<file path="src/rtl/rv_pkg.sv">
package rv_pkg;

    // ##################################################################
    // widths and sizes
    // ##################################################################

    localparam int XLEN       = 32;
    localparam int REG_IDX_W  = 5;
    localparam int REG_COUNT  = 32;
    localparam int MEM_WORDS  = 256;
    localparam int MEM_ADDR_W = 8;    // ram index taken from address bits 9 to 2.

    typedef logic [XLEN-1:0]      word_t;
    typedef logic [REG_IDX_W-1:0] reg_idx_t;
    typedef logic [2:0]           funct3_t;

    // ##################################################################
    // load and store access codes
    // ##################################################################

    // these follow the rv32i load/store funct3 field.
    localparam funct3_t F3_B  = 3'b000;
    localparam funct3_t F3_H  = 3'b001;
    localparam funct3_t F3_W  = 3'b010;
    localparam funct3_t F3_BU = 3'b100;
    localparam funct3_t F3_HU = 3'b101;

    // ##################################################################
    // operation kinds and result source
    // ##################################################################

    typedef enum logic [3:0]
    {
        ADD,
        SUB,
        AND,
        OR,
        XOR,
        SLT,
        ADDI,
        LOAD,
        STORE
    } op_kind_t;

    typedef enum logic
    {
        RES_ALU,
        RES_MEMORY
    } res_src_t;

endpackage

</file>
<file path="src/rtl/rv_regfile.sv">
`timescale 1ns/1ps

module rv_regfile
(
    input  logic              i_clk,
    input  logic              i_rst_n,
    input  rv_pkg::reg_idx_t  i_rs1_idx,
    input  rv_pkg::reg_idx_t  i_rs2_idx,
    output rv_pkg::word_t     o_rs1_data,
    output rv_pkg::word_t     o_rs2_data,
    input  logic              i_wr_en,
    input  rv_pkg::reg_idx_t  i_wr_rd,
    input  rv_pkg::word_t     i_wr_data
);

    rv_pkg::word_t  regs [rv_pkg::REG_COUNT];

    always_ff @(posedge i_clk or negedge i_rst_n)
    begin
        if (!i_rst_n)
        begin
            for (int i = 0; i < rv_pkg::REG_COUNT; i++)
                regs[i] <= '0;
        end
        else if (i_wr_en && (i_wr_rd != '0))
        begin
            regs[i_wr_rd] <= i_wr_data;    // x0 stays zero.
        end
    end

    assign o_rs1_data = regs[i_rs1_idx];
    assign o_rs2_data = regs[i_rs2_idx];

endmodule

</file>
<file path="config.mk">
export PLATFORM = sky130hd
export DESIGN_NAME = rv_regfile
export DESIGN_NICKNAME = d
export VERILOG_FILES = /design/src/rtl/rv_pkg.sv /design/src/rtl/rv_regfile.sv
export SDC_FILE = /design/constraint.sdc
export NUM_CORES = 2
export LEC_CHECK = 0
export ABC_CLOCK_PERIOD_IN_PS = 3200
export BUFFER_PORTS_ARGS = -buffer_cell sky130_fd_sc_hd__buf_2
export CORE_AREA = 2 2 349 351
export CTS_CLUSTER_SIZE = 16
export DETAILED_ROUTE_END_ITERATION = 7
export DIE_AREA = 0 0 351 353
export PLACE_DENSITY_LB_ADDON = 0.3
export SYNTH_ARGS = -nofsm -noshare
export SYNTH_HDL_FRONTEND = slang
export SYNTH_SLANG_ARGS = --single-unit
</file>
<file path="constraint.sdc">
create_clock -name i_clk -period 3.2 [get_ports i_clk]
set_input_delay 0.96 -clock i_clk [delete_from_list [all_inputs] [get_ports i_clk]]
set_output_delay 0.96 -clock i_clk [all_outputs]
set_load 0.03 [all_outputs]
</file>
Word-level counts from Yosys, hierarchy flattened

Cells that the tools add are included.

Register bits after elaboration: 1024
Input bits: 50
Output and inout port bits: 64
Logic and storage cells: 51

Order comparisons: 4
Muxes and demuxes: 9
Bitwise operators: 3
Reduce and logical (&&, ||, !) cells: 3

Operators by type and width:

| cell                 | count |
|---|---|
| $bwmux W1024         | 1 |
| $bmux W32 S5         | 2 |
| $demux W32 S5        | 1 |
| $mux W32             | 5 |
| $ge A6 B6 Y1 const B | 3 |
| $not A5 Y6           | 3 |
| $lt A6 B1 Y1 const B | 1 |
| $reduce_bool A5 Y1   | 1 |
| $logic_and A1 B1 Y1  | 2 |

Depth between registers and ports, before layout

Depth after elaboration: 6
Mapped depth: 8
Mapped depth without buffers: 5

Worst setup path after synthesis

No wires, ideal clock.

Path type: input port to output port
From: input i_rs1_idx[1]
To: output o_rs1_data[11]
Arrival time: 2.343 ns
Data required time: 2.240 ns
Setup slack: -0.103 ns
Stages on the path: 8
Path buffers: 4
Path through: buf_2 -> buf_4 -> buf_2 -> buf_2 -> mux2i_1 -> nand2_1 -> a31oi_1 -> nand3_1

Longest elaborated chain between the ends: 4

Ends and longest elaborated chain:

| what                                         | RTL line         | source |
|---|---|---|
| start: declaration                           | rv_regfile.sv:7  | `input rv_pkg::reg_idx_t i_rs1_idx,` |
| $not A5 Y6 (implied by the code)             | rv_regfile.sv:31 | `assign o_rs1_data = regs[i_rs1_idx];` |
| $bmux W32 S5                                 | rv_regfile.sv:31 |  |
| $mux W32 (implied by the code) (2 in series) | rv_regfile.sv:31 |  |
| end: declaration                             | rv_regfile.sv:9  | `output rv_pkg::word_t o_rs1_data,` |

No other way between the ends. The select of a mux whose other input is x is not followed.

Worst setup path after layout

From: input i_rs2_idx[1]
To: output o_rs2_data[26]

Longest elaborated chain between the ends: 4

Ends and longest elaborated chain:

| what                                         | RTL line         | source |
|---|---|---|
| start: declaration                           | rv_regfile.sv:8  | `input rv_pkg::reg_idx_t i_rs2_idx,` |
| $not A5 Y6 (implied by the code)             | rv_regfile.sv:32 | `assign o_rs2_data = regs[i_rs2_idx];` |
| $bmux W32 S5                                 | rv_regfile.sv:32 |  |
| $mux W32 (implied by the code) (2 in series) | rv_regfile.sv:32 |  |
| end: declaration                             | rv_regfile.sv:10 | `output rv_pkg::word_t o_rs2_data,` |

No other way between the ends. The select of a mux whose other input is x is not followed.

==> metrics.yaml <==
outcome:
  status: "complete, but fails checks"
  violations: "setup timing"
place:
  port-buffer-count: 113
  place.gp.congestion: 0.8666
  post-place-ws_ns: -0.4974
  dp_hpwl_mm: 113.0
  dp.cells: 6323
route:
  antenna_left: 0
  totalWireLength_mm: 192.9
  routedWlPerCell_um: 28.78
  m1WireLength_mm: 82.09
  viasPerCell: 6.260
  vias: 41960
  drt-pass1-iter-count: 6
  maxUsedRoutingLayer: "met5"
  drc: 0
  met3_length_mm: 14.08
  drt_iter0_drc: 4309
  wl_met2_mm: 88.11
sta:
  timing.final.crit_share: 1.078
  setup_tns_ns: -11.52
  hold_viol_final: 0
  fmax_ghz: 0.2898
  hold_ws_ns: 0.1834
  timing.final.max_slew_violations: 0
  period_needed_ns: 3.451
  relSlewSlack: 0.4543
  finalSetupViolations: 64
  tightest_slew_ns: 0.8185
  rsz0062_at_grt: "true"
  clock_skew_ns: 0
  layout_setup_ws_ns: -0.2510
layout:
  drive_above_1_share: 0.4402
  syn2layout_area_growth_pct: 26.96
  fin_nets: 5029
  reg.largest.list: "regs x1024"
  largest-register: "regs"
  fin_cells: 6703
  nFillCells: 9469
  largest_reg_flops: 1024
  finalCoreUtilization: 0.5889
yosys:
  syn_area_per_cell_um2: 12.16
  yosys.area.top_type: "dfrtp_1"
  netlist_area_um2: 55940
  async_reset_ff_frac: 1.000
  netlist_top_cells_count: "dfrtp_1 (1,024), mux2i_1 (1,024), mux2_2 (953), clkbuf_1 (224), nand2_1 (210)"
  ys_seq_elements: 1024
  synth_top_area_share: 0.4581
  syn-num-nets: 4651
  synthCells: 4601
  synth_edf_count: 0
  synth.area.top_cells: "dfrtp_1 (46%), mux2_2 (19%), mux2i_1 (18%), a22oi_1 (2.6%), a22o_1 (2.0%)"
  ys.flop_type: "dfrtp_1"
  synth_seq_area_share: 0.4581
  synthDistinctLibCells: 28
  yosysWarnings: 0
global_route:
  gr-total-overflow: 0
  grt_pass1_vias: 42070
  grt_max_degree: 105
  grt_antenna_before_repair: 12
  track_usage: 0.3032
  grt_pass1_wl_mm: 282.4
floorplan:
  die-area_um2: 123900
  coreArea_um2: 120600
  die_x_um: 351
  rows: 128
  ioPinCount: 114
  die_height_um: 353
  start_util: 0.4639
clock_tree:
  cts-root-buf: "clkbuf_16"
  tritoncts: "built"
  clk_pin_slew_ns: 0.06
  clk_latency_ns: 0.70
  cts_buffers: 109
  cts.hold.buffers_added: 0
  clock-sinks: 1024
  cts_max_level: 3
  clockBufferDepth: 3
setup_path:
  path_max_fanout: 8
  regToRegSetupSlack_ns: 2.35
  worstPathRequired_ns: 2.24
  worstSetupPathType: "input pin to output port"
  end_kind: "output port"
  start_kind: "input pin"
  cp.arrival_ns: 2.49
min_path:
  hp-class: "input pin to async pin"
pwr:
  p_per_area_nw_per_um2: 558.8
  ir_drop_uv: 505.3
  leakage_nw: 33.18
flow_run:
  max-cap-violations: 0
report_power, final:
part | switching [W] | internal (W) | leakage (nW)
Clock | 0.00548 | 0.00742 | 1.78
Combinational | 0.00435 | 0.00497 | 18.3
Sequential | 0.00205 | 0.0154 | 13.1
area by class of cell:
| class | instances | area (um^2) | share of cell area |
|---|---|---|---|
| antenna | 8 | 20.02 | 0.0002819 |
| clock inverter | 38 | 391.6 | 0.005514 |
| sequential | 1024 | 25620 | 0.3608 |
| multi-input combinational | 3104 | 30050 | 0.4230 |
| timing repair buffer | 740 | 9689 | 0.1364 |
| tap | 1625 | 2033 | 0.02863 |
| clock buffer | 164 | 3218 | 0.04531 |
placed cells by master (no fill, tap or decap), drive strengths merged:
cell	netlist	layout
dfrtp	1024	1024
mux2i	1024	1024
mux2	992	992
buf	249	715
nand2	210	210
nand3	194	194
a21oi	192	192
a22oi	192	192
clkbuf	224	183
a22o	128	128
nor3	65	65
a31oi	64	64
clkinv	0	22
nor2	19	19
diode	0	8
bufinv	0	6
inv	0	6
bufbuf	0	6
nor2b	4	4
nand2b	4	4
nand3b	4	4
clkinvlp	0	4
nor3b	4	4
or2	3	3
and2	2	2
and3b	1	1
and3	1	1
or3b	1	1
final timing paths:
path,start,to,depth (start not counted)
setup / recovery,i_rs2_idx[1],o_rs2_data[26],10
hold / removal,i_rst_n,regs[513],1
setup reg to reg,regs[626],regs[626],1
hold reg to reg,regs[1007],regs[1007],0
max in group asynchronous,i_rst_n,regs[217],3
min in group i_clk,regs[1007],regs[1007],0
per-stage QoR:
step | area (um^2) | total power (W)
2_1_floorplan | 56270 | 0.02260
3_3_place_gp | 61450 | 0.02513
3_5_place_dp | 61450 | 0.02540
4_1_cts | 69090 | 0.03912
5_1_grt | 71010 | 0.04128
6_report | 71020 | 0.03969
cell families (layout without fill, tap and decap cells):
family	after synthesis	after routing	synth area share
mux	2016	2016	0.3829
flops	1024	1024	0.4581
compound gates	576	576	0.07014
simple gates	512	512	0.04395
buf+inv	473	942	0.04496
other cells	0	8	0
worst max-delay path: stages:
cell and delay (ns):
buf_16 0.14, buf_12 0.16, buf_16 0.16, buf_16 0.15
buf_12 0.13, mux2i_1 0.11, a22oi_1 0.24, nand3_1 0.13
nand3_2 0.11, buf_6 0.15
what timing repair did:
action,in CTS,in global routing
pin swaps,132,164
gates resized for setup,459,277
buffers inserted,84,56
endpoints found under the setup margin,64,64
gates cloned,49,19
layer usage:
layer | vias to the layer above | GRT usage
met3 | 457 | 0.04430
met2 | 1830 | 0.4705
met5 | - | 0
li1 | 17790 | -
met1 | 21870 | 0.4226
met4 | 10 | 0.1305
Power figures use the tool's default switching activity.
