===== src/rtl/rv_pkg.sv =====
package rv_pkg;

    // ##################################################################
    // widths and sizes
    // ##################################################################

    localparam int XLEN       = 32;
    localparam int REG_IDX_W  = 5;
    localparam int REG_COUNT  = 32;
    localparam int MEM_WORDS  = 256;
    localparam int MEM_ADDR_W = 8;    // ram index taken from address bits 9 to 2.

    typedef logic [XLEN-1:0]      word_t;
    typedef logic [REG_IDX_W-1:0] reg_idx_t;
    typedef logic [2:0]           funct3_t;

    // ##################################################################
    // load and store access codes
    // ##################################################################

    // these follow the rv32i load/store funct3 field.
    localparam funct3_t F3_B  = 3'b000;
    localparam funct3_t F3_H  = 3'b001;
    localparam funct3_t F3_W  = 3'b010;
    localparam funct3_t F3_BU = 3'b100;
    localparam funct3_t F3_HU = 3'b101;

    // ##################################################################
    // operation kinds and result source
    // ##################################################################

    typedef enum logic [3:0]
    {
        ADD,
        SUB,
        AND,
        OR,
        XOR,
        SLT,
        ADDI,
        LOAD,
        STORE
    } op_kind_t;

    typedef enum logic
    {
        RES_ALU,
        RES_MEMORY
    } res_src_t;

endpackage


===== src/rtl/rv_stage_if.sv =====
`timescale 1ns/1ps

interface rv_stage_if;

    logic             valid;
    rv_pkg::op_kind_t kind;
    rv_pkg::funct3_t  funct3;
    rv_pkg::reg_idx_t rd;
    logic             reg_write;
    rv_pkg::res_src_t res_src;
    rv_pkg::word_t    result;      // rs1 value out of issue, alu result or address later.
    rv_pkg::word_t    operand;     // second alu input.
    rv_pkg::word_t    store_data;

    modport src
    (
        output valid, kind, funct3, rd, reg_write, res_src, result, operand, store_data
    );

    modport dst
    (
        input  valid, kind, funct3, rd, reg_write, res_src, result, operand, store_data
    );

endinterface


===== src/rtl/rv_issue.sv =====
`timescale 1ns/1ps

module rv_issue
(
    input  logic              i_clk,
    input  logic              i_rst_n,
    input  logic              i_op_valid,
    input  rv_pkg::op_kind_t  i_op_kind,
    input  rv_pkg::funct3_t   i_op_funct3,
    input  rv_pkg::reg_idx_t  i_op_rd,
    input  rv_pkg::reg_idx_t  i_op_rs1,
    input  rv_pkg::reg_idx_t  i_op_rs2,
    input  rv_pkg::word_t     i_op_imm,
    output logic              o_op_ready,
    output rv_pkg::reg_idx_t  o_rs1_idx,
    output rv_pkg::reg_idx_t  o_rs2_idx,
    input  rv_pkg::word_t     i_rs1_data,
    input  rv_pkg::word_t     i_rs2_data,
    input  logic              i_clr_en,
    input  rv_pkg::reg_idx_t  i_clr_rd,
    rv_stage_if.src           out
);

    logic                           held_valid;
    rv_pkg::op_kind_t               held_kind;
    rv_pkg::funct3_t                held_funct3;
    rv_pkg::reg_idx_t               held_rd;
    rv_pkg::reg_idx_t               held_rs1;
    rv_pkg::reg_idx_t               held_rs2;
    rv_pkg::word_t                  held_imm;
    logic [rv_pkg::REG_COUNT-1:0]   busy;
    logic [rv_pkg::REG_COUNT-1:0]   busy_next;
    logic                           uses_rs2;
    logic                           reg_write;
    logic                           release_op;
    logic                           accept;

    assign uses_rs2   = (held_kind != rv_pkg::ADDI) && (held_kind != rv_pkg::LOAD);
    assign reg_write  = (held_kind != rv_pkg::STORE);

    // a second writer of a busy register waits, so one busy bit tracks one producer.
    assign release_op = held_valid && !busy[held_rs1] && !(uses_rs2 && busy[held_rs2])
                        && !(reg_write && busy[held_rd]);
    assign o_op_ready = !held_valid || release_op;
    assign accept     = i_op_valid && o_op_ready;

    always_ff @(posedge i_clk or negedge i_rst_n)
    begin
        if (!i_rst_n)
            held_valid <= 1'b0;
        else if (accept)
            held_valid <= 1'b1;
        else if (release_op)
            held_valid <= 1'b0;
    end

    always_ff @(posedge i_clk)
    begin
        if (accept)
        begin
            held_kind   <= i_op_kind;
            held_funct3 <= i_op_funct3;
            held_rd     <= i_op_rd;
            held_rs1    <= i_op_rs1;
            held_rs2    <= i_op_rs2;
            held_imm    <= i_op_imm;
        end
    end

    // ##################################################################
    // busy scoreboard
    // ##################################################################

    always_comb
    begin
        busy_next = busy;
        if (i_clr_en)
            busy_next[i_clr_rd] = 1'b0;
        if (release_op && reg_write && (held_rd != '0))
            busy_next[held_rd] = 1'b1;      // set after clear so it wins.
    end

    always_ff @(posedge i_clk or negedge i_rst_n)
    begin
        if (!i_rst_n)
            busy <= '0;
        else
            busy <= busy_next;
    end

    assign o_rs1_idx = held_rs1;
    assign o_rs2_idx = held_rs2;

    assign out.valid      = release_op;
    assign out.kind       = held_kind;
    assign out.funct3     = held_funct3;
    assign out.rd         = held_rd;
    assign out.reg_write  = reg_write;
    assign out.res_src    = (held_kind == rv_pkg::LOAD) ? rv_pkg::RES_MEMORY : rv_pkg::RES_ALU;
    assign out.result     = i_rs1_data;
    assign out.operand    = (uses_rs2 && (held_kind != rv_pkg::STORE)) ? i_rs2_data
                                                                       : held_imm;
    assign out.store_data = i_rs2_data;    // stores add the immediate and keep rs2 as data.

endmodule


===== src/flat_wrapper.sv =====
// flat-port wrapper written by rule: the top's interface ports become plain ports
module rv_issue_flat 
  (i_clk, i_rst_n, i_op_valid, i_op_kind, i_op_funct3, i_op_rd, i_op_rs1, i_op_rs2, i_op_imm, o_op_ready, o_rs1_idx, o_rs2_idx, i_rs1_data, i_rs2_data, i_clr_en, i_clr_rd, out_valid, out_kind, out_funct3, out_rd, out_reg_write, out_res_src, out_result, out_operand, out_store_data);
  rv_stage_if out_i ();
  input  logic i_clk;
  input  logic i_rst_n;
  input  logic i_op_valid;
  input  rv_pkg::op_kind_t i_op_kind;
  input  rv_pkg::funct3_t i_op_funct3;
  input  rv_pkg::reg_idx_t i_op_rd;
  input  rv_pkg::reg_idx_t i_op_rs1;
  input  rv_pkg::reg_idx_t i_op_rs2;
  input  rv_pkg::word_t i_op_imm;
  output logic o_op_ready;
  output rv_pkg::reg_idx_t o_rs1_idx;
  output rv_pkg::reg_idx_t o_rs2_idx;
  input  rv_pkg::word_t i_rs1_data;
  input  rv_pkg::word_t i_rs2_data;
  input  logic i_clr_en;
  input  rv_pkg::reg_idx_t i_clr_rd;
  output wire logic [$bits(out_i.valid)-1:0] out_valid;
  output wire logic [$bits(out_i.kind)-1:0] out_kind;
  output wire logic [$bits(out_i.funct3)-1:0] out_funct3;
  output wire logic [$bits(out_i.rd)-1:0] out_rd;
  output wire logic [$bits(out_i.reg_write)-1:0] out_reg_write;
  output wire logic [$bits(out_i.res_src)-1:0] out_res_src;
  output wire logic [$bits(out_i.result)-1:0] out_result;
  output wire logic [$bits(out_i.operand)-1:0] out_operand;
  output wire logic [$bits(out_i.store_data)-1:0] out_store_data;
  assign out_valid = out_i.valid;
  assign out_kind = out_i.kind;
  assign out_funct3 = out_i.funct3;
  assign out_rd = out_i.rd;
  assign out_reg_write = out_i.reg_write;
  assign out_res_src = out_i.res_src;
  assign out_result = out_i.result;
  assign out_operand = out_i.operand;
  assign out_store_data = out_i.store_data;
  rv_issue u_core (.i_clk(i_clk), .i_rst_n(i_rst_n), .i_op_valid(i_op_valid), .i_op_kind(i_op_kind), .i_op_funct3(i_op_funct3), .i_op_rd(i_op_rd), .i_op_rs1(i_op_rs1), .i_op_rs2(i_op_rs2), .i_op_imm(i_op_imm), .o_op_ready(o_op_ready), .o_rs1_idx(o_rs1_idx), .o_rs2_idx(o_rs2_idx), .i_rs1_data(i_rs1_data), .i_rs2_data(i_rs2_data), .i_clr_en(i_clr_en), .i_clr_rd(i_clr_rd), .out(out_i));
endmodule

===== config.mk =====
export PLATFORM = sky130hd
export DESIGN_NAME = rv_issue_flat
export DESIGN_NICKNAME = d
export VERILOG_FILES = /design/src/rtl/rv_pkg.sv /design/src/rtl/rv_stage_if.sv /design/src/rtl/rv_issue.sv /design/src/flat_wrapper.sv
export SDC_FILE = /design/constraint.sdc
export NUM_CORES = 1
export LEC_CHECK = 0
export BUFFER_PORTS_ARGS = -buffer_cell sky130_fd_sc_hd__clkbuf_2
export CAP_MARGIN = 0
export CORE_MARGIN = 2
export CORE_UTILIZATION = 46
export CTS_CLUSTER_DIAMETER = 60
export DETAILED_ROUTE_END_ITERATION = 16
export GPL_ROUTABILITY_DRIVEN = 0
export PLACE_DENSITY_LB_ADDON = 0.15
export SYNTH_ARGS = -nofsm -noshare
export SYNTH_HDL_FRONTEND = slang
export SYNTH_SLANG_ARGS = --single-unit

===== constraint.sdc =====
create_clock -name i_clk -period 7.1 [get_ports i_clk]
set_input_delay 1.065 -clock i_clk [delete_from_list [all_inputs] [get_ports i_clk]]
set_output_delay 1.065 -clock i_clk [all_outputs]
set_load 0.005 [all_outputs]

# Word level (Yosys, flattened, before mapping)
# Cells that the tools add are included.
# classes
bitwise	3
reduce_logical	19
muxes	16
magnitude_cmp	6
multipliers	0
n_div	0
addsub	0
eq_ne	4
shift	0
# ops
op	count
$mux W32	3
$and A32 B32 Y32	1
$not A32 Y32	1
$or A32 B32 Y32	1
$lt A5 B6 Y1 const B	4
$bmux W1 S5	3
$logic_and A1 B1 Y1	12
$demux W1 S5	2
$ge A5 B1 Y1 const B	2
$mux W1	8
$ne A4 B3 Y1 const B	2
$reduce_bool A5 Y1	1
$eq A4 B3 Y1 const B	1
$logic_not A1 Y1	4
$ne A4 B4 Y1 const B	1
$reduce_bool A2 Y1	1
$logic_or A1 B1 Y1	1
# word_totals
regBits	87
in_bits	127
mem_bits_ro	0
elab_cells	56
output_inout_bits	122
mem_bits_rw	0
n_memories	0
latch_bits	0

# Longest topological paths before layout
# depth
ltp_word	9
depth_mapped	9
ltp_nobuf	6

# Worst setup path after synthesis
# No wires, ideal clock.
# synth_timing
path_kind	reg2reg
startpoint	register u_core.held_rs1[0] (netlist: u_core.o_rs1_idx[0])
endpoint	register u_core.held_imm[0], enable pin
stages_incl_launch_ff	7
path_buffers	1
setup_ps	549
period_less_slack_ps	6431
path_slack_ps	669
t_required_ps	6551
arrival_ps	5882
cell_sequence	edfxtp_1 > buf_2 > mux4_2 > mux4_2 > mux2i_1 > o211ai_2 > a21boi_0
# synth_via
elab_chain_cells	8
# synth_rtl
element	line_no	text
from (decl)	rv_issue.sv:28	rv_pkg::reg_idx_t held_rs1;
from (signal assigned)	rv_issue.sv:64	held_rs1 <= i_op_rs1;
$bmux W1 S5	rv_issue.sv:42	assign release_op = held_valid && !busy[held_rs1] && !(uses_rs2 && busy[held_rs2])
$mux W1 (not written as such)	rv_issue.sv:42	
$logic_not A1 Y1	rv_issue.sv:42	
$logic_and A1 B1 Y1 (2 in series)	rv_issue.sv:42	
$logic_and A1 B1 Y1	rv_issue.sv:43	&& !(reg_write && busy[held_rd]);
$logic_or A1 B1 Y1	rv_issue.sv:44	assign o_op_ready = !held_valid || release_op;
$logic_and A1 B1 Y1	rv_issue.sv:45	assign accept = i_op_valid && o_op_ready;
via u_core.accept	rv_issue.sv:36	logic accept;
to (signal assigned)	rv_issue.sv:66	held_imm <= i_op_imm;
to (decl)	rv_issue.sv:30	rv_pkg::word_t held_imm;
# The timed path passes the listed nets, and every way through them passes these cells. The select of a mux whose other input is x is not followed.
# A chain may end at the register's enable or synchronous reset.

# Worst setup path after layout
# layout_timing
startpoint	register u_core.held_rd[1] (netlist: u_core.out.rd[1])
endpoint	output out_valid
# layout_via
elab_chain_cells	5
# layout_rtl
element	line_no	text
from (decl)	rv_issue.sv:27	rv_pkg::reg_idx_t held_rd;
from (signal assigned)	rv_issue.sv:63	held_rd <= i_op_rd;
$bmux W1 S5	rv_issue.sv:43	
$mux W1 (not written as such)	rv_issue.sv:43	
$logic_and A1 B1 Y1	rv_issue.sv:43	
$logic_not A1 Y1	rv_issue.sv:43	
$logic_and A1 B1 Y1	rv_issue.sv:43	
to (decl)	flat_wrapper.sv:21	output wire logic [$bits(out_i.valid)-1:0] out_valid;
# No other way between the ends. The select of a mux whose other input is x is not followed.

==> results.py <==
metrics = {
    "setup_path": {
        "cp-end-kind": "primary output",
        "arrival_ps": 3540,
        "reg2regPathDepth": 8,
        "critPathKind": "flop to primary output",
        "critPathRequiredTime_ps": 6030,
        "reg2reg_slack_ps": 3030,
        "endpoint": "out_valid",
        "startpoint_type": "flop",
        "crit_start": "u_core.out.rd[1]",
        "path_max_fanout": 21,
        "r2r_end": "u_core.held_imm[7]",
        "r2r_start": "u_core.out.rd[1]",
    },
    "die": {
        "dieArea_um2": 11460,
        "dieWidth_um": 107.1,
        "io-pin-count": 249,
        "initial_core_util_pct": 47.33,
        "rows": 37,
        "core_um2": 10320,
        "die_h_um": 107.1,
    },
    "placed_design": {
        "port_buffers": 184,
        "place_ws_ps": 2911,
        "dp_hpwl_mm": 9.878,
    },
    "sta": {
        "setup_viol": 0,
        "period_share_pct": 64.85,
        "period_needed_ps": 4605,
        "max_freq_mhz": 217.2,
        "tightest_slew_ps": 960.1,
        "final_hold_viol_count": 0,
        "relSlewSlack_pct": 36.00,
        "slew_viol_final": 0,
        "worst_slack_ps": 2495,
        "finalClockSkew_ps": 10.30,
        "fin_tns_setup_ps": 0,
        "grt_setup_unrepaired": "false",
    },
    "clock_tree": {
        "cts_resized": 0,
        "post_cts_buffers": 0,
        "cts.path.max_buffers": 2,
        "insertion_delay_ps": 360,
        "tritoncts": "yes",
        "htree_levels": 3,
        "clk_pin_slew_ps": 80,
        "clock-sinks": 87,
        "root_buffer": "clkbuf_8",
        "cts_buffers": 9,
        "hold_buffers": 0,
    },
    "logic_synthesis": {
        "synth_area_leaders": "edfxtp_1, dfrtp_1, buf_4",
        "synth-edff-count": 54,
        "synth_seq_cells": 87,
        "syn_avg_cell_area_um2": 11.83,
        "ys.flop_type": "edfxtp_1",
        "yosys_warnings": 0,
        "ys_types": 42,
        "synthesis.nets": 540,
        "synth_area_um2": 4886,
        "synth_cells": 413,
        "synth_top_area_cell": "edfxtp_1",
        "synth_top_area_share_pct": 33.19,
        "synthArstFlopShare_pct": 37.93,
        "synth.yosys.seq_area_share_pct": 50.09,
    },
    "run": {
        "maxCapViolations": 0,
    },
    "finish": {
        "num_antenna_cells": 0,
        "layout_commonest_cell": "clkbuf_2",
        "synthToLayoutAreaGrowth_pct": 15.67,
        "layout-drive-gt1-share_pct": 47.09,
        "final_cell_mix": "clkbuf_2, edfxtp_1, nand2_1, o21ai_0, dfrtp_1",
        "fin_nets": 655,
    },
    "drt": {
        "vias": 3780,
        "drt_first_pass_iters": 5,
        "ant_nets": 0,
        "wl_per_cell_um": 19.43,
        "vias_per_cell": 5.650,
        "totalWireLength_mm": 13.00,
        "drc": 0,
        "drt_first_iter_violations": 351,
    },
    "global_routing": {
        "overflow": 0,
        "antenna_found_initial": 0,
        "track_usage_pct": 22.20,
        "grt_pass1_wl_mm": 19.11,
        "grt_pass1_vias": 3428,
        "grt_start_max_net_pins": 55,
    },
    "power_and_ir_drop": {
        "peakVddDrop_mv": 0.2637,
        "p_per_area_nw_per_um2": 344.9,
        "leakage_nw": 2.367,
    },
    "min_path": {
        "hp-class": "flop to flop",
    },
    "outcome": {
        "outcome": "completed",
    },
}
## cell families (layout without fill, tap and decap cells)
kind of cell	Yosys count	count (layout)	share of synthesized area, %
AO/OA/AOI/OAI	79	79	9.194
flip-flops	87	87	50.09
buffers and inverters	86	206	11.78
multiplexers	70	70	19.54
AND/OR/NAND/NOR	91	91	9.398
## report_power, final
| group | switching [mW] | internal, mW |
|---|---|---|
| Sequential | 0.190 | 0.720 |
| Clock | 0.166 | 0.196 |
| Combinational | 0.336 | 0.341 |
## cells in the mapped netlist, types with 2 or more instances
library cell and number:
buf_1 4, buf_2 7, buf_4 65, clkbuf_1 7
dfrtp_1 33, edfxtp_1 54, inv_1 3, mux2_1 6
mux2_2 27, mux2i_1 20, mux4_2 17, nand2_1 40
nand2b_1 3, nand3_1 3, nand3b_1 7, nor2_1 13
nor2b_1 2, nor3_1 5, nor3b_1 2, nor4_1 2
nor4b_1 2, o21ai_0 35, o21ai_1 28, o22ai_1 3
o32ai_1 3, or3_1 3, or3b_2 4
## sequential cells by signal (all words and copies together) (netlist names)
register / flops
u_core.busy: 32
u_core.held_imm: 32
u_core.o_rs1_idx: 5
u_core.o_rs2_idx: 5
u_core.out.rd: 5
u_core.out.kind: 4
u_core.out.funct3: 3
u_core.held_valid: 1
## per-layer routing
| layer | vias to the layer above | GRT usage (%) | share of wire, % |
|---|---|---|---|
| met2 | 228 | 34.58 | 48 |
| li1 | 1691 | - | - |
| met3 | 41 | 5.653 | 10 |
| met4 | 0 | 8.905 | 2.7 |
| met1 | 1820 | 29.74 | 39 |
| met5 | - | 0 | 0 |
## area by class of cell
class / instances / area [µm²]
fill: 901 / 4672
clock buffer: 11 / 131.4
multi-input combinational: 240 / 1874
tap: 136 / 170.2
timing repair buffer: 187 / 943.4
sequential: 87 / 2447
clock inverter: 5 / 73.82
inverter: 3 / 11.26
## worst min-delay path by stage
stage                     depth (start not counted)            start               to
after CTS                                         2  u_core.busy[25]  u_core.busy[25]
after global routing                              1   u_core.busy[0]   u_core.busy[0]
after floorplan                                   1   u_core.busy[0]   u_core.busy[0]
after global placement                            2  u_core.busy[30]  u_core.busy[30]
final                                             2  u_core.busy[25]  u_core.busy[25]
after detailed placement                          2  u_core.busy[25]  u_core.busy[25]
## stage by stage
| stage | cell area, µm² | total power [mW] | utilization [%] | hold WS, ps | instances |
|---|---|---|---|---|---|
| 2_1_floorplan | 4886 | 1.340 | - | 489.0 | 413 |
| 3_3_place_gp | 5446 | 1.573 | 52.76 | 582.4 | 653 |
| 3_5_place_dp | 5446 | 1.593 | 52.76 | 601.5 | 653 |
| 4_1_cts | 5652 | 1.957 | 54.74 | 613.7 | 669 |
| 5_1_grt | 5652 | 2.063 | 54.74 | 636.4 | 669 |
| 6_report | 5652 | 1.949 | 54.74 | 617.8 | 669 |
## critical path, cell delays in order (launching register included)
cell	delay (ps)
edfxtp_1	990
mux2i_1	270
nor4b_1	60
or4b_1	540
a221oi_1	340
o211ai_2	400
buf_4	360
nor2_1	100
clkbuf_2	110
Note: power is estimated with default switching activity, not from simulation.
