File: src/rtl/rv_pkg.sv
package rv_pkg;

    // ##################################################################
    // widths and sizes
    // ##################################################################

    localparam int XLEN       = 32;
    localparam int REG_IDX_W  = 5;
    localparam int REG_COUNT  = 32;
    localparam int MEM_WORDS  = 256;
    localparam int MEM_ADDR_W = 8;    // ram index taken from address bits 9 to 2.

    typedef logic [XLEN-1:0]      word_t;
    typedef logic [REG_IDX_W-1:0] reg_idx_t;
    typedef logic [2:0]           funct3_t;

    // ##################################################################
    // load and store access codes
    // ##################################################################

    // these follow the rv32i load/store funct3 field.
    localparam funct3_t F3_B  = 3'b000;
    localparam funct3_t F3_H  = 3'b001;
    localparam funct3_t F3_W  = 3'b010;
    localparam funct3_t F3_BU = 3'b100;
    localparam funct3_t F3_HU = 3'b101;

    // ##################################################################
    // operation kinds and result source
    // ##################################################################

    typedef enum logic [3:0]
    {
        ADD,
        SUB,
        AND,
        OR,
        XOR,
        SLT,
        ADDI,
        LOAD,
        STORE
    } op_kind_t;

    typedef enum logic
    {
        RES_ALU,
        RES_MEMORY
    } res_src_t;

endpackage

File: src/rtl/rv_stage_if.sv
`timescale 1ns/1ps

interface rv_stage_if;

    logic             valid;
    rv_pkg::op_kind_t kind;
    rv_pkg::funct3_t  funct3;
    rv_pkg::reg_idx_t rd;
    logic             reg_write;
    rv_pkg::res_src_t res_src;
    rv_pkg::word_t    result;      // rs1 value out of issue, alu result or address later.
    rv_pkg::word_t    operand;     // second alu input.
    rv_pkg::word_t    store_data;

    modport src
    (
        output valid, kind, funct3, rd, reg_write, res_src, result, operand, store_data
    );

    modport dst
    (
        input  valid, kind, funct3, rd, reg_write, res_src, result, operand, store_data
    );

endinterface

File: src/rtl/rv_execute.sv
`timescale 1ns/1ps

module rv_execute
(
    input  logic    i_clk,
    input  logic    i_rst_n,
    rv_stage_if.dst in,
    rv_stage_if.src out
);

    rv_pkg::word_t  op_a;
    rv_pkg::word_t  op_b;
    rv_pkg::word_t  sum;
    rv_pkg::word_t  alu_result;
    logic           less;

    assign op_a = in.result;
    assign op_b = in.operand;
    assign sum  = op_a + op_b;     // shared by add, addi and the address.
    assign less = $signed(op_a) < $signed(op_b);

    always_comb
    begin
        case (in.kind)
            rv_pkg::SUB:
                alu_result = op_a - op_b;
            rv_pkg::AND:
                alu_result = op_a & op_b;
            rv_pkg::OR:
                alu_result = op_a | op_b;
            rv_pkg::XOR:
                alu_result = op_a ^ op_b;
            rv_pkg::SLT:
                alu_result = {31'b0, less};
            default:
                alu_result = sum;
        endcase
    end

    // ##################################################################
    // execute register
    // ##################################################################

    always_ff @(posedge i_clk or negedge i_rst_n)
    begin
        if (!i_rst_n)
            out.valid <= 1'b0;
        else
            out.valid <= in.valid;
    end

    always_ff @(posedge i_clk)
    begin
        out.kind       <= in.kind;
        out.funct3     <= in.funct3;
        out.rd         <= in.rd;
        out.reg_write  <= in.reg_write;
        out.res_src    <= in.res_src;
        out.result     <= alu_result;
        out.operand    <= op_b;
        out.store_data <= in.store_data;
    end

endmodule

File: src/flat_wrapper.sv
// flat-port wrapper written by rule: the top's interface ports become plain ports
module rv_execute_flat 
  (i_clk, i_rst_n, in_valid, in_kind, in_funct3, in_rd, in_reg_write, in_res_src, in_result, in_operand, in_store_data, out_valid, out_kind, out_funct3, out_rd, out_reg_write, out_res_src, out_result, out_operand, out_store_data);
  rv_stage_if in_i ();
  rv_stage_if out_i ();
  input  logic i_clk;
  input  logic i_rst_n;
  input wire logic [$bits(in_i.valid)-1:0] in_valid;
  input wire logic [$bits(in_i.kind)-1:0] in_kind;
  input wire logic [$bits(in_i.funct3)-1:0] in_funct3;
  input wire logic [$bits(in_i.rd)-1:0] in_rd;
  input wire logic [$bits(in_i.reg_write)-1:0] in_reg_write;
  input wire logic [$bits(in_i.res_src)-1:0] in_res_src;
  input wire logic [$bits(in_i.result)-1:0] in_result;
  input wire logic [$bits(in_i.operand)-1:0] in_operand;
  input wire logic [$bits(in_i.store_data)-1:0] in_store_data;
  output wire logic [$bits(out_i.valid)-1:0] out_valid;
  output wire logic [$bits(out_i.kind)-1:0] out_kind;
  output wire logic [$bits(out_i.funct3)-1:0] out_funct3;
  output wire logic [$bits(out_i.rd)-1:0] out_rd;
  output wire logic [$bits(out_i.reg_write)-1:0] out_reg_write;
  output wire logic [$bits(out_i.res_src)-1:0] out_res_src;
  output wire logic [$bits(out_i.result)-1:0] out_result;
  output wire logic [$bits(out_i.operand)-1:0] out_operand;
  output wire logic [$bits(out_i.store_data)-1:0] out_store_data;
  assign in_i.valid = in_valid;
  assign in_i.kind = in_kind;
  assign in_i.funct3 = in_funct3;
  assign in_i.rd = in_rd;
  assign in_i.reg_write = in_reg_write;
  assign in_i.res_src = in_res_src;
  assign in_i.result = in_result;
  assign in_i.operand = in_operand;
  assign in_i.store_data = in_store_data;
  assign out_valid = out_i.valid;
  assign out_kind = out_i.kind;
  assign out_funct3 = out_i.funct3;
  assign out_rd = out_i.rd;
  assign out_reg_write = out_i.reg_write;
  assign out_res_src = out_i.res_src;
  assign out_result = out_i.result;
  assign out_operand = out_i.operand;
  assign out_store_data = out_i.store_data;
  rv_execute u_core (.i_clk(i_clk), .i_rst_n(i_rst_n), .in(in_i), .out(out_i));
endmodule
File: config.mk
export PLATFORM = sky130hd
export DESIGN_NAME = rv_execute_flat
export DESIGN_NICKNAME = d
export VERILOG_FILES = /design/src/rtl/rv_pkg.sv /design/src/rtl/rv_stage_if.sv /design/src/rtl/rv_execute.sv /design/src/flat_wrapper.sv
export SDC_FILE = /design/constraint.sdc
export NUM_CORES = 1
export LEC_CHECK = 0
export BUFFER_PORTS_ARGS = -buffer_cell sky130_fd_sc_hd__buf_2
export CAP_MARGIN = 10
export CORE_MARGIN = 2
export CORE_UTILIZATION = 40
export DETAILED_ROUTE_END_ITERATION = 16
export GPL_TIMING_DRIVEN = 1
export PLACE_DENSITY = 0.74
export SLEW_MARGIN = 20
export SYNTH_ARGS = -nofsm -noshare
export SYNTH_HDL_FRONTEND = slang
export SYNTH_SLANG_ARGS = --single-unit
File: constraint.sdc
create_clock -name i_clk -period 0.8 [get_ports i_clk]
set_input_delay 0.08 -clock i_clk [delete_from_list [all_inputs] [get_ports i_clk]]
set_output_delay 0.08 -clock i_clk [all_outputs]
set_load 0.03 [all_outputs]
== After elaboration in Yosys (flattened, before gate mapping) ==
Index checks and enable logic that the tools add are counted.

* Register bits after elaboration: 111
* Input port bits: 113
* Output and inout bits: 111
* Word-level logic and storage cells: 21

* Add/sub/neg operators: 2
* Order comparisons: 1
* Equality and inequality tests: 5
* Muxes and demuxes: 1
* Bitwise operators: 3

{| class="wikitable"
|+ Operator list
! operator !! number
|-
| 32-bit case mux with 5 select lines || 1
|-
| 32-bit adder || 1
|-
| 32-bit AND || 1
|-
| 32-bit less-than comparator || 1
|-
| 32-bit bitwise OR || 1
|-
| 32-bit subtractor || 1
|-
| 32-bit bitwise XOR || 1
|-
| 4-bit by 2-bit equality test with 1-bit output, second input constant || 2
|-
| 4-bit by 3-bit equality test with 1-bit output, second input constant || 2
|-
| 4-bit by 1-bit equality test with 1-bit output, second input constant || 1
|}

== Logic depth before layout (Yosys ltp) ==
Gate-level depths: netlist (run 1).

* Word-level depth: 2
* Gate-level depth with buffers: 13
* Gate-level depth less buffers: 13

== Least setup slack after synthesis (run 1) ==
Ideal clock, no wire load.

* Kind: input -> register
* Start: in in_result[0]
* End: reg u_core.out.result[26]
* Library setup time: 0.122 ns
* Arrival: 2.445 ns
* Required time: 0.678 ns
* Path slack: -1.767 ns
* Stages: 12
* Buffers on the path: 0
* Cells stage by stage: inv_1 -> ha_1 -> inv_1 -> fa_1 -> nand2b_1 -> a211oi_2 -> nor4b_2 -> o221a_2 -> o21ai_2 -> a221o_2 -> a31o_2 -> a221o_1

* Cells in the longest elaborated chain, start to end: 2
* Elaborated cells between the ends (all ways): 3
* Those cells by class: add/sub (2); mux (1)

{| class="wikitable"
|+ Ends and longest elaborated chain
! item !! line !! text
|-
| from (decl) || flat_wrapper.sv:14 || <nowiki>input wire logic [$bits(in_i.result)-1:0] in_result;</nowiki>
|-
| 32-bit adder / 32-bit subtractor (equally long branches) || rv_execute.sv:19, rv_execute.sv:26 ||
|-
| 32-bit case mux with 5 select lines * || rv_execute.sv:24 || <nowiki>case (in.kind)</nowiki>
|-
| via u_core.alu_result[26] || rv_execute.sv:14 || <nowiki>rv_pkg::word_t alu_result;</nowiki>
|-
| to (signal assigned) || rv_execute.sv:59 || <nowiki>out.result <= alu_result;</nowiki>
|-
| to (decl) || rv_stage_if.sv:17 || <nowiki>output valid, kind, funct3, rd, reg_write, res_src, result, operand, store_data</nowiki>
|}

Mark *: on every way through the listed nets, which the timed path passes. The rest lies on a longest branch.

== Worst setup path after layout (run 1) ==
* Start: in in_operand[23]
* End: reg u_core.out.result[30]

* Cells in the longest elaborated chain, start to end: 2
* Elaborated cells between the ends (all ways): 3
* Those cells by class: add/sub (2); mux (1)

{| class="wikitable"
|+ Ends and longest elaborated chain
! item !! line !! text
|-
| from (decl) || flat_wrapper.sv:15 || <nowiki>input wire logic [$bits(in_i.operand)-1:0] in_operand;</nowiki>
|-
| 32-bit adder / 32-bit subtractor (equally long branches) || rv_execute.sv:19, rv_execute.sv:26 ||
|-
| 32-bit case mux with 5 select lines * || rv_execute.sv:24 ||
|-
| via u_core.alu_result[30] || rv_execute.sv:14 ||
|}

Marked as above.

==> results of run 1 <==
==> cell families (layout without fill, tap and decap cells) <==
family | Yosys count | in the layout | synth area share (%)
buffers and inverters | 152 | 768 | 8.15
and+or+nand+nor | 206 | 206 | 13.6
DFF | 111 | 111 | 30.7
muxes | 4 | 4 | 0.586
xor gates and xnor gates | 3 | 3 | 0.362
adders and majority gates | 98 | 98 | 17.1
AOI/OAI and AO/OA | 304 | 304 | 29.6
==> stage by stage <==
stage	power [mW]	std cells	setup TNS, ns
finish	21.0	1723	-51.22
global route	21.7	1723	-55.13
CTS	20.0	1706	-49.92
detailed placement	13.6	1584	-52.54
global placement	13.5	1584	-50.86
floorplan	10.3	878	-36.62
==> worst max-delay path: stages <==
cell       delay, ns
buf_2           0.09
inv_1           0.05
ha_1            0.28
nand2b_1        0.13
a21oi_1         0.07
o21ai_0         0.14
nand2_1         0.13
a21boi_0        0.27
o31ai_1         0.16
a2111oi_0       0.74
buf_4           0.24
o211ai_1        0.09
a22o_1          0.23
==> flip-flops by register name, summed over array words and instances (netlist names) <==
name	count
u_core.out.operand	32
u_core.out.result	32
u_core.out.rd	5
u_core.out.reg_write	1
u_core.out.store_data	32
u_core.out.res_src	1
u_core.out.kind	4
u_core.out.funct3	3
u_core.out.valid	1
==> power groups by stage <==
stage	clock network, mW	logic, mW	registers, mW
2_1_floorplan	0	2.92	7.38
3_3_place_gp	0	7.12	6.35
3_5_place_dp	0	7.20	6.35
4_1_cts	4.74	8.81	6.46
5_1_grt	4.93	10.3	6.50
6_report	4.70	9.78	6.48
==> routing by layer <==
layer / global-route usage (%) / part of all wire [%] / vias to the layer above
met5: 0 / 0 / -
met4: 10.7 / 4.0 / 0
met3: 4.32 / 7.5 / 131
met2: 57.6 / 49 / 594
met1: 39.1 / 39 / 4600
li1: - / - / 4383
==> cell usage after synthesis, drive strengths merged (7+ instances only) <==
| library cell | count |
|---|---|
| clkbuf | 34 |
| dfxtp | 110 |
| buf | 13 |
| nand2b | 12 |
| a31oi | 10 |
| a211oi | 13 |
| o21ai | 55 |
| o221a | 7 |
| a21oi | 73 |
| a2111oi | 7 |
| a221o | 8 |
| o22ai | 12 |
| o31ai | 9 |
| a221oi | 36 |
| nor3 | 21 |
| ha | 96 |
| nand3 | 13 |
| o21bai | 13 |
| o211ai | 10 |
| nor2 | 71 |
| a21o | 9 |
| nand2 | 43 |
| nor2b | 12 |
| inv | 105 |
==> worst paths after layout <==
kind | startpoint | to | slack, ns | cells after the start
worst max-delay path | in_operand[23] | u_core.out.result[30] | -1.66 | 13
worst min-delay path | in_kind[2] | u_core.out.kind[2] | 0.14 | 3
max in group asynchronous | i_rst_n | u_core.out.valid | 0.06 | 3
min in group asynchronous | i_rst_n | u_core.out.valid | 0.63 | 3
==> timing repair <==
action / CTS / global route
setup buffers: 28 / 21
gates resized for setup: 450 / 100
hold buffers: 80 / 0
hold endpoints to repair: 79 / 0
endpoints found under the setup margin: 143 / 143
pin swaps: 70 / 75
cloned: 1 / 0
==> area by class of cell <==
class                      count  area, um2  share of cell area (%)
timing repair buffer         647       5420                    38.1
clock inverter                 6       62.6                   0.440
clock buffer                  10        229                    1.61
inverter                     105        418                    2.94
tap                          229        287                    2.01
sequential                   111       2370                    16.6
multi-input combinational    615       5440                    38.3
==> flow_summary.toml, run 1 <==
[run_status]
outcome = "finished, violations left"
violations = "negative setup slack"

[routing]
ant_nets = 0
drt_iter0_drc = 920
vias = 9708
wire_per_inst_um = 19.6
wirelength_um = 33800
avgViaCountPerCell = 5.63
drc = 0
drtPass1Iterations = 5

[place]
post-dp-hpwl_um = 20900
io_buffers = 223
gp_congestion = 0.953
place_area_um2 = 11000
pre_cts_ws_ns = -2.12

[layout]
fin_area_um2 = 14200
antenna_cells = 0
final_common_cell = "buf_4"
layout_common_cells = "buf_4 (314), buf_6 (138), dfxtp_2 (109), buf_2 (106), inv_1 (91)"
utilization_pct = 79.5
final_nets = 1700
fill_cells = 1044
area_growth_pct = 95.8
drive_gt1_share_pct = 57.8

[grt]
grt_pass1_vias = 9583
grt-ovfl-total = 0
antenna_found_initial = 0
grt_pass1_wl_um = 50000
grt_max_degree = 21
grt_usage_pct = 31.9

[yosys]
yosysSeqAreaShare_pct = 30.7
synth_cell_type_count = 74
netlist_instances = 878
yosys.area.top_type = "dfxtp_1"
synth_area_um2 = 7260
synthDominantCellAreaShare_pct = 30.3
ys_seq_elements = 111
postSynthAreaPerCell_um2 = 8.27
synth-main-ff-cell = "dfxtp_1"
synth-edff-count = 0
ys.warnings.count = 0
synth_area_leaders = "dfxtp_1 (30%), ha_1 (17%), inv_1 (5.4%)"
async_flop_share_pct = 0.901
synth_nets = 1089

[timing]
fin_crit_sh_pct = 307
fin_ws_ns = -1.66
setup_violations = 143
tightest_slew_ns = 0.758
hold_viol = 0
rsz0062_at_grt = "yes"
min_period_ns = 2.46
slew-limit-headroom_pct = 48.1
max_freq_ghz = 0.407
maxSlewViolCount = 0
holdWs_ns = 0.138

[power_and_ir_drop]
p_per_area_nw_per_um2 = 1470
p_comb_share_pct = 46.7
leakage_nw = 6.74
seqPwrFrac_pct = 30.9
pwr-share-clk_pct = 22.4
p_switching_mw = 7.82
swShare_pct = 37.3
ir_drop_mv = 1.26
p_int_mw = 13.1

[critical_path]
required_ns = 1.06
path_class = "primary input to register"
arrival_ns = 2.72
crit_fanout = 2
end_kind = "register"
crit_path_start_kind = "primary input"

[cts]
h-tree-depth = 3
clock_path_buffers = 2
clock-sinks = 111
cts_tree = "built"
clockRootBuffer = "clkbuf_16"
cts.clk_slew.worst_paths_ns = 0.08
numCtsBuffers = 9

[floorplanning]
die_w_um = 139
die_h_um = 139
core-area_um2 = 17900
start_util_pct = 40.6
io_pins = 224
die_area_um2 = 19300
rows = 49

[run]
drv_cap = 0

[worst_hold_path]
hold_class = "primary input to register"
(Power assumes the default switching activity.)
==> inputs of run 2 (changes only) <==
--- a/config.mk
+++ b/config.mk
@@ -7,11 +7,12 @@
 export LEC_CHECK = 0
 export BUFFER_PORTS_ARGS = -buffer_cell sky130_fd_sc_hd__buf_2
 export CAP_MARGIN = 10
+export CORE_ASPECT_RATIO = 2
 export CORE_MARGIN = 2
-export CORE_UTILIZATION = 40
+export CORE_UTILIZATION = 52
 export DETAILED_ROUTE_END_ITERATION = 16
 export GPL_TIMING_DRIVEN = 1
-export PLACE_DENSITY = 0.74
+export PLACE_DENSITY = 0.9
 export SLEW_MARGIN = 20
 export SYNTH_ARGS = -nofsm -noshare
 export SYNTH_HDL_FRONTEND = slang
==> run 2 against run 1 <==
- the run now fails in 4_1_cts
- synthesized cell count unchanged
- synthesized area unchanged
==> flow_summary.toml, run 2 <==
[cts]
h-tree-depth = 3
clockRootBuffer = "clkbuf_16"
cts.repair.resized = 473
numCtsBuffers = 9
clock_path_buffers = 2
clock-sinks = 111
cts.hold.buffers_added = 78
post_cts_buffers = 30

[yosys]
ys_seq_elements = 111
yosysSeqAreaShare_pct = 30.7
ys.warnings.count = 0
synth_area_um2 = 7260
synth-main-ff-cell = "dfxtp_1"
netlist_instances = 878
synth_most_common_cell = "dfxtp_1"
yosys.area.top_type = "dfxtp_1"
synth-edff-count = 0
synth_cell_type_count = 74
synth_nets = 1089
postSynthAreaPerCell_um2 = 8.27
synthDominantCellAreaShare_pct = 30.3
synth_commonest_cells = "dfxtp_1 (110), inv_1 (105), ha_1 (96)"
synth_area_leaders = "dfxtp_1 (30%), ha_1 (17%), inv_1 (5.4%)"
async_flop_share_pct = 0.901

[place]
io_buffers = 223
post-dp-hpwl_um = 22600
dp_cells = 1536
gp_congestion = 1.09
place_area_um2 = 10900

[floorplanning]
die_w_um = 87.6
io_pins = 224
die_h_um = 171
rows = 61
start_util_pct = 52.6

[run_status]
haltStage = "4_1_cts"
stop_error = "[ERROR DPL-0033] detailed placement checks failed during check placement."
outcome = "aborted with a tool error"
==> run 2: cell counts after synthesis <==
No cell type changed its count.
==> run 2: cell families after synthesis <==
family	share of synthesized area, %
xor+xnor	0.362
mux	0.586
fa+ha+maj	17.1
compound gates	29.6
buf+inv	8.15
flops	30.7
simple gates	13.6
==> run 2: per-stage QoR <==
step                      hold slack [ns]  setup TNS (ns)  setup WS, ns  utilization, %
after detailed placement           -0.131          -53.43         -2.15            78.8
after global placement             -0.130          -50.54         -1.98            78.8
after floorplan                    -0.216          -36.62         -1.67               -
==> inputs of run 3 (changes only) <==
--- a/config.mk
+++ b/config.mk
@@ -7,12 +7,11 @@
 export LEC_CHECK = 0
 export BUFFER_PORTS_ARGS = -buffer_cell sky130_fd_sc_hd__buf_2
 export CAP_MARGIN = 10
-export CORE_ASPECT_RATIO = 2
 export CORE_MARGIN = 2
-export CORE_UTILIZATION = 52
+export CORE_UTILIZATION = 40
 export DETAILED_ROUTE_END_ITERATION = 16
 export GPL_TIMING_DRIVEN = 1
-export PLACE_DENSITY = 0.9
+export PLACE_DENSITY_LB_ADDON = 0.15
 export SLEW_MARGIN = 20
 export SYNTH_ARGS = -nofsm -noshare
 export SYNTH_HDL_FRONTEND = slang
==> run 3 against run 2 <==
- the flow now finishes, with violations (negative setup slack)
==> flow_summary.toml, run 3 (same netlist as run 1, synthesis figures left out) <==
[floorplanning]
core-area_um2 = 17900
io_pins = 224
die_w_um = 139
die_h_um = 139
die_area_um2 = 19300
rows = 49
start_util_pct = 40.6

[worst_hold_path]
hold_class = "primary input to async pin"

[run]
drv_cap = 0

[critical_path]
crit_fanout = 6
crit_path_start_kind = "primary input"
path_class = "primary input to register"
path_delay_family = "compound AO/OA/AOI/OAI gates"
max_stage_delay_ns = 0.45
crit_chain = "buf_12 > inv_12 > ha_4 > inv_2 > fa_2 > nand2b_1 > a211oi_2 > nor4b_2 > o221a_2 > o21ai_2 > a221o_2 > a31o_4 > a221o_1"
required_ns = 1.06
arrival_ns = 2.70
crit_path_top_delay_cell = "a221o_2"
crit_buf_inv = 3
end_kind = "register"

[power_and_ir_drop]
p_per_area_nw_per_um2 = 1470
ir_drop_mv = 1.14
leakage_nw = 6.74

[routing]
vias = 9274
wire_per_inst_um = 18.1
drtPass1Iterations = 7
avgViaCountPerCell = 5.38
ant_nets = 0
drt_iter0_drc = 577
drc = 0
wirelength_um = 31200

[timing]
fin_crit_sh_pct = 305
fin_ws_ns = -1.64
min_period_ns = 2.44
setup_violations = 143
maxSlewViolCount = 0
max_freq_ghz = 0.410
rsz0062_at_grt = "yes"
slew-limit-headroom_pct = 57.3
hold_viol = 0
fin_setup_tns_ns = -51.89
tightest_slew_ns = 0.632

[grt]
grt_max_degree = 21
grt_pass1_vias = 9355
antenna_found_initial = 1
grt_pass1_wl_um = 48600
grt_usage_pct = 31.0
grt-ovfl-total = 0

[cts]
cts.clk_slew.worst_paths_ns = 0.08
numCtsBuffers = 9
clock_path_buffers = 2
clockRootBuffer = "clkbuf_16"
cts_tree = "built"
h-tree-depth = 3
clock-sinks = 111

[layout]
area_growth_pct = 93.8
largestRegisters = "u_core.out.operand x32, u_core.out.result x32, u_core.out.store_data x32"
layout_common_cells = "buf_4 (315), buf_6 (137), buf_2 (107), dfxtp_2 (107), inv_1 (96)"
multiInputGateArea_um2 = 5300
final_nets = 1701
fill_cells = 1191
final_cells = 1725
drive_gt1_share_pct = 56.1
regArea_um2 = 2370
final_common_cell = "buf_4"

[place]
post-dp-hpwl_um = 20800
gp_congestion = 0.927
io_buffers = 223
dp_cells = 1596

[run_status]
outcome = "finished, violations left"
violations = "negative setup slack"
[run 3: what timing repair did]
| item | CTS | global route |
|---|---|---|
| hold buffers | 80 | 0 |
| buffers inserted | 22 | 16 |
| pin swaps | 54 | 65 |
| cloned | 1 | 0 |
| gates resized for setup | 428 | 73 |
| endpoints found under the hold margin | 80 | 0 |
| endpoints found under the setup margin | 143 | 143 |
[run 3: cell type report]
cell class,instances,share of cell area [%]
Sequential cell,111,16.8
Antenna cell,1,0.0178
Inverter,105,2.92
Timing Repair Buffer,648,38.5
Tap cell,229,2.04
Clock buffer,10,1.63
Multi-Input combinational cell,615,37.6
Clock inverter,6,0.444
[run 3: worst paths after layout]
kind                         startpoint                     to  slack [ns]  cells past startpoint
max in group asynchronous       i_rst_n       u_core.out.valid        0.69                      2
min in group i_clk         in_result[9]   u_core.out.result[9]        0.24                      6
worst min-delay path            i_rst_n       u_core.out.valid        0.03                      2
worst max-delay path       in_result[0]  u_core.out.result[26]       -1.64                     13
[run 3: per-stage QoR]
step | hold slack (ns) | area (um2) | total power, mW | worst slack, ns | util (%)
final | 0.0298 | 14100 | 20.7 | -1.64 | 78.6
after CTS | 0.00217 | 13600 | 20.0 | -1.60 | 76.1
after global placement | -0.145 | 11100 | 13.6 | -2.05 | 62.0
after floorplan | -0.216 | 7630 | 10.3 | -1.67 | -
after global routing | 0.0274 | 14100 | 21.5 | -1.72 | 78.6
after detailed placement | -0.145 | 11100 | 13.6 | -2.06 | 62.0
[run 3: layer usage]
layer	up-vias	GRT usage, %	wire length, um
met4	0	13.0	990
met5	-	0	0
met2	419	53.5	15300
li1	4398	-	-
met3	74	5.52	2200
met1	4383	38.0	12700
[run 3: power by group]
group | internal (mW) | switching, mW | leakage [nW]
logic | 4.69 | 4.79 | 5.66
clock network | 2.22 | 2.49 | 0.143
registers | 6.15 | 0.322 | 0.942
total | 13.1 | 7.60 | 6.74
